--- config.mk ---
export PLATFORM = sky130hd
export DESIGN_NAME = mpu_top
export DESIGN_NICKNAME = d
export VERILOG_FILES = /design/src/verilog/mpu_pkg.sv /design/src/verilog/mpu_trans_if.sv /design/src/verilog/pma_lookup.sv /design/src/verilog/mpu_ctrl.sv /design/src/verilog/obi_adapter.sv /design/src/verilog/mpu_top.sv
export SDC_FILE = /design/constraint.sdc
export NUM_CORES = 1
export LEC_CHECK = 0
export BUFFER_PORTS_ARGS = -buffer_cell sky130_fd_sc_hd__buf_4
export CAP_MARGIN = 10
export CORE_ASPECT_RATIO = 1.4
export CORE_MARGIN = 2
export CORE_UTILIZATION = 38
export CTS_BUF_LIST = sky130_fd_sc_hd__clkbuf_4 sky130_fd_sc_hd__clkbuf_8
export CTS_CLUSTER_DIAMETER = 60
export DETAILED_ROUTE_END_ITERATION = 8
export PLACE_DENSITY_LB_ADDON = 0.08
export SLEW_MARGIN = 20
export SYNTH_ARGS = -nofsm -noshare
export SYNTH_HDL_FRONTEND = slang
export SYNTH_HIERARCHICAL = 1
export SYNTH_SLANG_ARGS = --single-unit
export TNS_END_PERCENT = 100
--- constraint.sdc ---
create_clock -name clk -period 4.1 [get_ports clk]
set_input_delay 0.82 -clock clk [delete_from_list [all_inputs] [get_ports clk]]
set_output_delay 0.82 -clock clk [all_outputs]
set_load 0.01 [all_outputs]
--- src/verilog/mpu_pkg.sv ---
package mpu_pkg;

  //////////////////////////////////////////////////////////////////////
  // Physical memory attributes
  //////////////////////////////////////////////////////////////////////

  // Bounds are word addresses, low inclusive and high exclusive
  typedef struct packed {
    logic [29:0] word_addr_low;
    logic [29:0] word_addr_high;
    logic        main;
    logic        bufferable;
    logic        cacheable;
    logic        atomic;
  } pma_region_t;

  localparam int PMA_NUM_REGIONS = 4;

  // Attributes of an address that hits no region
  localparam pma_region_t PMA_R_DEFAULT = '{
    word_addr_low:  30'h0,
    word_addr_high: 30'h0,
    main:           1'b0,
    bufferable:     1'b0,
    cacheable:      1'b0,
    atomic:         1'b0
  };

  // Region table, the lowest index wins where regions overlap
  localparam pma_region_t PMA_CFG [PMA_NUM_REGIONS] = '{
    // 0x1000 to 0x2000, main with atomics, bufferable
    '{word_addr_low: 30'h0000_0400, word_addr_high: 30'h0000_0800,
      main: 1'b1, bufferable: 1'b1, cacheable: 1'b0, atomic: 1'b1},
    // 0x1000 to 0x8000, main and cacheable, no atomics
    '{word_addr_low: 30'h0000_0400, word_addr_high: 30'h0000_2000,
      main: 1'b1, bufferable: 1'b0, cacheable: 1'b1, atomic: 1'b0},
    // 0x8000 to 0x9000, peripheral I/O
    '{word_addr_low: 30'h0000_2000, word_addr_high: 30'h0000_2400,
      main: 1'b0, bufferable: 1'b0, cacheable: 1'b0, atomic: 1'b0},
    // 0xA000 to 0xC000, main, bufferable and cacheable
    '{word_addr_low: 30'h0000_2800, word_addr_high: 30'h0000_3000,
      main: 1'b1, bufferable: 1'b1, cacheable: 1'b1, atomic: 1'b1}
  };

  //////////////////////////////////////////////////////////////////////
  // MPU control and bus side
  //////////////////////////////////////////////////////////////////////

  typedef enum logic [1:0] {
    MPU_IDLE       = 2'b00,
    MPU_WAIT_DRAIN = 2'b01,
    MPU_ERR_RESP   = 2'b10
  } mpu_state_e;

  // Bus transactions granted but still waiting for rvalid
  localparam int MAX_OUTSTANDING = 2;
  localparam int OUTST_W         = 2;

  // OBI memtype: bit 0 bufferable, bit 1 cacheable

endpackage

--- src/verilog/mpu_trans_if.sv ---
`timescale 1ns/1ps

// One core transaction on its way from the MPU to the OBI side
interface mpu_trans_if;

  logic        valid;
  logic        ready;
  logic [31:0] addr;
  logic [1:0]  memtype;

  // MPU controller side
  modport ctrl (
    output valid,
    output addr,
    output memtype,
    input  ready
  );

  // Bus adapter side
  modport bus (
    input  valid,
    input  addr,
    input  memtype,
    output ready
  );

endinterface

--- src/verilog/pma_lookup.sv ---
`timescale 1ns/1ps

module pma_lookup (
  input  logic [31:0]         addr_i,
  input  logic                exec_i,
  input  logic                atomic_i,
  input  logic                misaligned_i,
  output mpu_pkg::pma_region_t cfg_o,
  output logic                fault_o
);

  logic [mpu_pkg::PMA_NUM_REGIONS-1:0] region_hit;
  logic                                match;
  mpu_pkg::pma_region_t                cfg_sel;
  logic                                exec_fault;
  logic                                misaligned_fault;
  logic                                atomic_fault;

  //////////////////////////////////////////////////////////////////////
  // Region search
  //////////////////////////////////////////////////////////////////////

  // Word bounds are scaled up to byte addresses before the compare
  always_comb begin
    for (int i = 0; i < mpu_pkg::PMA_NUM_REGIONS; i++) begin
      region_hit[i] = ({mpu_pkg::PMA_CFG[i].word_addr_low, 2'b00} <= addr_i) &&
                      (addr_i < {mpu_pkg::PMA_CFG[i].word_addr_high, 2'b00});
    end
  end

  // First hit from index 0 up takes the region
  always_comb begin
    match   = 1'b0;
    cfg_sel = mpu_pkg::PMA_R_DEFAULT;
    for (int i = 0; i < mpu_pkg::PMA_NUM_REGIONS; i++) begin
      if (!match && region_hit[i]) begin
        match   = 1'b1;
        cfg_sel = mpu_pkg::PMA_CFG[i];
      end
    end
  end

  assign cfg_o = cfg_sel;

  //////////////////////////////////////////////////////////////////////
  // Access checks
  //////////////////////////////////////////////////////////////////////

  // Code only runs from main memory
  assign exec_fault = exec_i && !cfg_sel.main;

  // I/O regions take naturally aligned accesses only
  assign misaligned_fault = misaligned_i && !cfg_sel.main;

  assign atomic_fault = atomic_i && !cfg_sel.atomic;

  assign fault_o = exec_fault || misaligned_fault || atomic_fault;

endmodule

--- src/verilog/mpu_ctrl.sv ---
`timescale 1ns/1ps

module mpu_ctrl (
  input  logic                 clk,
  input  logic                 rst_n,

  // Core request
  input  logic                 core_valid_i,
  output logic                 core_ready_o,
  input  logic [31:0]          core_addr_i,

  // From the PMA lookup
  input  mpu_pkg::pma_region_t cfg_i,
  input  logic                 fault_i,

  // From and to the bus adapter
  input  logic                 outstanding_zero_i,
  output logic                 err_resp_valid_o,
  mpu_trans_if.ctrl            trans
);

  mpu_pkg::mpu_state_e state_q;
  mpu_pkg::mpu_state_e state_d;

  logic block_core;
  logic block_bus;
  logic err_accept;

  //////////////////////////////////////////////////////////////////////
  // Blocking
  //////////////////////////////////////////////////////////////////////

  // Core waits while an error is pending or being returned
  assign block_core = (state_q != mpu_pkg::MPU_IDLE);

  // Bus never sees a refused request or anything behind it
  assign block_bus = fault_i || (state_q != mpu_pkg::MPU_IDLE);

  // Refused request is taken from the core without a bus cycle
  assign err_accept = core_valid_i && fault_i && !block_core;

  //////////////////////////////////////////////////////////////////////
  // Transaction towards the bus adapter
  //////////////////////////////////////////////////////////////////////

  assign trans.valid   = core_valid_i && !block_bus;
  assign trans.addr    = core_addr_i;
  assign trans.memtype = {cfg_i.cacheable, cfg_i.bufferable};

  // Allowed requests complete on the bus grant, refused ones at once
  always_comb begin
    core_ready_o = 1'b0;
    if (!block_core) begin
      if (fault_i) begin
        core_ready_o = core_valid_i;
      end else begin
        core_ready_o = trans.ready;
      end
    end
  end

  //////////////////////////////////////////////////////////////////////
  // Error FSM
  //////////////////////////////////////////////////////////////////////

  always_comb begin
    state_d          = state_q;
    err_resp_valid_o = 1'b0;

    case (state_q)
      mpu_pkg::MPU_IDLE: begin
        if (err_accept) begin
          state_d = mpu_pkg::MPU_WAIT_DRAIN;
        end
      end

      // Older bus responses must reach the core first
      mpu_pkg::MPU_WAIT_DRAIN: begin
        if (outstanding_zero_i) begin
          state_d = mpu_pkg::MPU_ERR_RESP;
        end
      end

      // Single cycle error response, bus is quiet here
      mpu_pkg::MPU_ERR_RESP: begin
        err_resp_valid_o = 1'b1;
        state_d          = mpu_pkg::MPU_IDLE;
      end

      default: begin
        state_d = mpu_pkg::MPU_IDLE;
      end
    endcase
  end

  always_ff @(posedge clk or negedge rst_n) begin
    if (!rst_n) begin
      state_q <= mpu_pkg::MPU_IDLE;
    end else begin
      state_q <= state_d;
    end
  end

endmodule

--- src/verilog/obi_adapter.sv ---
`timescale 1ns/1ps

module obi_adapter (
  input  logic        clk,
  input  logic        rst_n,

  // From the MPU controller
  mpu_trans_if.bus    trans,
  input  logic        err_resp_valid_i,
  output logic        outstanding_zero_o,

  // OBI request and response
  output logic        obi_req_o,
  input  logic        obi_gnt_i,
  output logic [31:0] obi_addr_o,
  output logic [1:0]  obi_memtype_o,
  input  logic        obi_rvalid_i,

  // Core response
  output logic        core_resp_valid_o,
  output logic        core_resp_err_o
);

  logic [mpu_pkg::OUTST_W-1:0] outst_cnt_q;
  logic                        outst_full;
  logic                        bus_accept;

  //////////////////////////////////////////////////////////////////////
  // Request phase
  //////////////////////////////////////////////////////////////////////

  assign outst_full = (outst_cnt_q == mpu_pkg::OUTST_W'(mpu_pkg::MAX_OUTSTANDING));

  // No new request once the response slots are used up
  assign obi_req_o     = trans.valid && !outst_full;
  assign obi_addr_o    = trans.addr;
  assign obi_memtype_o = trans.memtype;

  assign bus_accept  = obi_req_o && obi_gnt_i;
  assign trans.ready = bus_accept;

  //////////////////////////////////////////////////////////////////////
  // Outstanding count
  //////////////////////////////////////////////////////////////////////

  always_ff @(posedge clk or negedge rst_n) begin
    if (!rst_n) begin
      outst_cnt_q <= '0;
    end else begin
      case ({bus_accept, obi_rvalid_i})
        2'b10:   outst_cnt_q <= outst_cnt_q + 1'b1;
        2'b01:   outst_cnt_q <= outst_cnt_q - 1'b1;
        default: outst_cnt_q <= outst_cnt_q;
      endcase
    end
  end

  // Last response arriving now already counts as drained
  assign outstanding_zero_o = (outst_cnt_q == '0) ||
                              ((outst_cnt_q == mpu_pkg::OUTST_W'(1)) && obi_rvalid_i);

  //////////////////////////////////////////////////////////////////////
  // Response merge
  //////////////////////////////////////////////////////////////////////

  // The FSM only answers after draining, so the two never collide
  assign core_resp_valid_o = obi_rvalid_i || err_resp_valid_i;
  assign core_resp_err_o   = err_resp_valid_i;

endmodule

--- src/verilog/mpu_top.sv ---
`timescale 1ns/1ps

module mpu_top (
  input  logic        clk,
  input  logic        rst_n,

  // Core request
  input  logic        core_valid_i,
  output logic        core_ready_o,
  input  logic [31:0] core_addr_i,
  input  logic        core_exec_i,
  input  logic        core_atomic_i,
  input  logic        core_misaligned_i,

  // Core response
  output logic        core_resp_valid_o,
  output logic        core_resp_err_o,

  // OBI
  output logic        obi_req_o,
  input  logic        obi_gnt_i,
  output logic [31:0] obi_addr_o,
  output logic [1:0]  obi_memtype_o,
  input  logic        obi_rvalid_i
);

  mpu_pkg::pma_region_t pma_cfg;
  logic                 pma_fault;
  logic                 err_resp_valid;
  logic                 outstanding_zero;

  mpu_trans_if trans_if ();

  pma_lookup i_pma_lookup (
    .addr_i       (core_addr_i),
    .exec_i       (core_exec_i),
    .atomic_i     (core_atomic_i),
    .misaligned_i (core_misaligned_i),
    .cfg_o        (pma_cfg),
    .fault_o      (pma_fault)
  );

  mpu_ctrl i_mpu_ctrl (
    .clk                (clk),
    .rst_n              (rst_n),
    .core_valid_i       (core_valid_i),
    .core_ready_o       (core_ready_o),
    .core_addr_i        (core_addr_i),
    .cfg_i              (pma_cfg),
    .fault_i            (pma_fault),
    .outstanding_zero_i (outstanding_zero),
    .err_resp_valid_o   (err_resp_valid),
    .trans              (trans_if.ctrl)
  );

  obi_adapter i_obi_adapter (
    .clk                (clk),
    .rst_n              (rst_n),
    .trans              (trans_if.bus),
    .err_resp_valid_i   (err_resp_valid),
    .outstanding_zero_o (outstanding_zero),
    .obi_req_o          (obi_req_o),
    .obi_gnt_i          (obi_gnt_i),
    .obi_addr_o         (obi_addr_o),
    .obi_memtype_o      (obi_memtype_o),
    .obi_rvalid_i       (obi_rvalid_i),
    .core_resp_valid_o  (core_resp_valid_o),
    .core_resp_err_o    (core_resp_err_o)
  );

endmodule

==> Implementation_results.wiki <==
{| class="wikitable"
! Metric !! Value
|-
| Worst-case headroom to the max-slew limit || 0.823
|-
| Data required, critical path || 3.28 ns
|-
| Worst-Skew Late Latency || 0.23 ns
|-
| Smallest hold slack || 0.380 ns
|-
| Full die area || 3100 µm²
|-
| Synth Area per Inst || 8.80 µm²
|-
| RSZ-0062 raised after global routing || no
|-
| Area of placed instances || 916 µm²
|-
| Number of antenna cells inserted || 0
|-
| Total Routed Length || 1.47 mm
|-
| Net Count, Synth || 159
|-
| Number of remaining DRC errors || 0
|-
| Iteration-0 DRC Markers || 0
|-
| Clock-pin slew on the worst setup and hold paths || 0.03 ns
|-
| Worst Clk Skew || 0.000330 ns
|-
| Worst Tran Pin Value || 0.264 ns
|-
| Summed instance area of the synthesized netlist || 1010 µm²
|-
| Library cell used as clock root buffer || clkbuf_4
|-
| Maximum clock frequency || 0.301 GHz
|-
| Setup crit end kind || output port
|-
| Cell Count, Final, Fillers Out || 134
|-
| Aggregate negative setup slack || 0 ns
|-
| Leakage power summed over all cells || 0.458 nW
|-
| Period Utilization, post-route || 0.810
|-
| Ratio of cells with drive above 1 in the final layout || 0.684
|-
| Total core area || 2590 µm²
|-
| Vias/cell || 4.19
|-
| Detailed-route via count || 562
|-
| Global route overflow || 0
|-
| Final #Nets || 144
|-
| Max rail drop VDD || 0.000222 V
|-
| Worst Setup Start Kind || primary input
|-
| Via count of the first global-routing pass || 525
|-
| CTS tree || yes
|-
| Number of nets with antenna violations after routing || 0
|-
| Shortest period the worst path allows || 3.32 ns
|-
| Post-route setup slack || 0.779 ns
|-
| Clock sink count || 4
|-
| Die boundary height || 65.1 µm
|-
| Overall Global Routing Usage || 0.0919
|-
| Number of antenna violations at the first check in global routing || 0
|-
| Start point of the critical path || core_addr_i[21]
|-
| Detailed placer's ending HPWL || 1.33 mm
|-
| Average routed wire per standard cell || 10.9 µm
|-
| CTS Buf Count || 3
|-
| Post-CTS Setup Repair Bufs || 0
|-
| Setup slack after placement || 0.752 ns
|-
| Number of warnings issued by yosys || 6
|-
| Largest net degree at the start of global routing || 8
|-
| Status || completed
|-
| Kind of critical path || primary input to output port
|-
| Power per cell area || 310 nW/µm²
|-
| Number of standard cells after synthesis || 115
|-
| Wire length of the first global-routing pass || 2.10 mm
|-
| # rows || 22
|-
| Hold_buf cts || 0
|-
| Endpoints failing hold || 0
|-
| Tightest Hold Check Type || primary input to asynchronous set/reset pin
|-
| Last weighted congestion value of the routability-driven placer || 0.694
|-
| Top-level I/O count || 78
|-
| Synthesis-to-finish area growth || -7.29%
|-
| Final-report max-slew violation count || 0
|-
| Leading cell types in the layout, fill and taps excluded || buf_4, dfrtp_1, ha_1, nor4_4, clkbuf_4
|-
| Post_cts resized || 0
|-
| Arrival time of the worst setup path || 2.50 ns
|-
| PortBufs || 53
|-
| Die Width || 47.6 µm
|-
| Initial cell density of the core || 0.391
|-
| Count of final setup violators || 0
|-
| Critical R2R Launch || i_mpu_ctrl/state_q[0]
|-
| Placed cell count || 131
|-
| Final design instance area without fill || 938 µm²
|-
| Number of buffers on the longest clock path || 2
|-
| Commonest non-fill, non-tap cell in the layout || buf_4
|-
| Critical path fanouts, max || 3
|-
| Max-cap check violation count || 0
|-
| CTS H-tree depth || 1
|-
| First drt pass iteration count || 1
|}
-- area by class of cell --
| class | instances | area [µm²] |
|---|---|---|
| clock buffer | 3 | 22.5 |
| inverter | 2 | 7.51 |
| fill | 282 | 1650 |
| multi-input combinational | 36 | 365 |
| timing repair buffer | 53 | 398 |
| sequential | 4 | 100 |
| tap | 36 | 45.0 |
-- final timing paths --
check	end	slack, ns	cells past startpoint
setup / recovery	core_ready_o	0.78	10
hold / removal	i_mpu_ctrl/state_q[0]	0.38	1
setup reg to reg	i_obi_adapter/outst_cnt_q[1]	2.55	6
hold reg to reg	i_obi_adapter/outst_cnt_q[0]	0.51	1
max in group asynchronous	i_obi_adapter/outst_cnt_q[0]	3.62	1
min in group clk	i_obi_adapter/outst_cnt_q[0]	0.51	1
-- critical path: stages --
cell	delay (ns)
buf_4	0.12
nor4_4	0.32
nand4_4	0.14
o32a_1	0.25
nor4b_2	0.23
nor2b_4	0.19
and2_1	0.13
mux2i_1	0.07
nor3_2	0.10
buf_4	0.14
-- routing by layer --
layer  vias up  GRT usage  routed length, µm
li1        276          -                  -
met1       257     0.0964                496
met2        29      0.169                838
met3         0     0.0111                130
met4         0     0.0405                  0
met5         -          0                  0
-- per-stage QoR --
| step | utilization | total power (W) |
|---|---|---|
| 2_1_floorplan | - | 0.000225 |
| 6_report | 0.363 | 0.000291 |
| 3_3_place_gp | 0.354 | 0.000248 |
| 5_1_grt | 0.363 | 0.000317 |
| 4_1_cts | 0.363 | 0.000298 |
| 3_5_place_dp | 0.354 | 0.000248 |
-- where the power goes --
group	leakage [nW]	internal, W	switching (W)
clock	0.0138	0.0000326	0.0000135
combinational	0.394	0.0000921	0.0000706
sequential	0.0495	0.0000595	0.0000230
-- registers in the layout, indices dropped and copies added, names as in the netlist --
register,count
i_obi_adapter/outst_cnt_q,2
i_mpu_ctrl/state_q,2
Power figures use the tool's default switching activity.
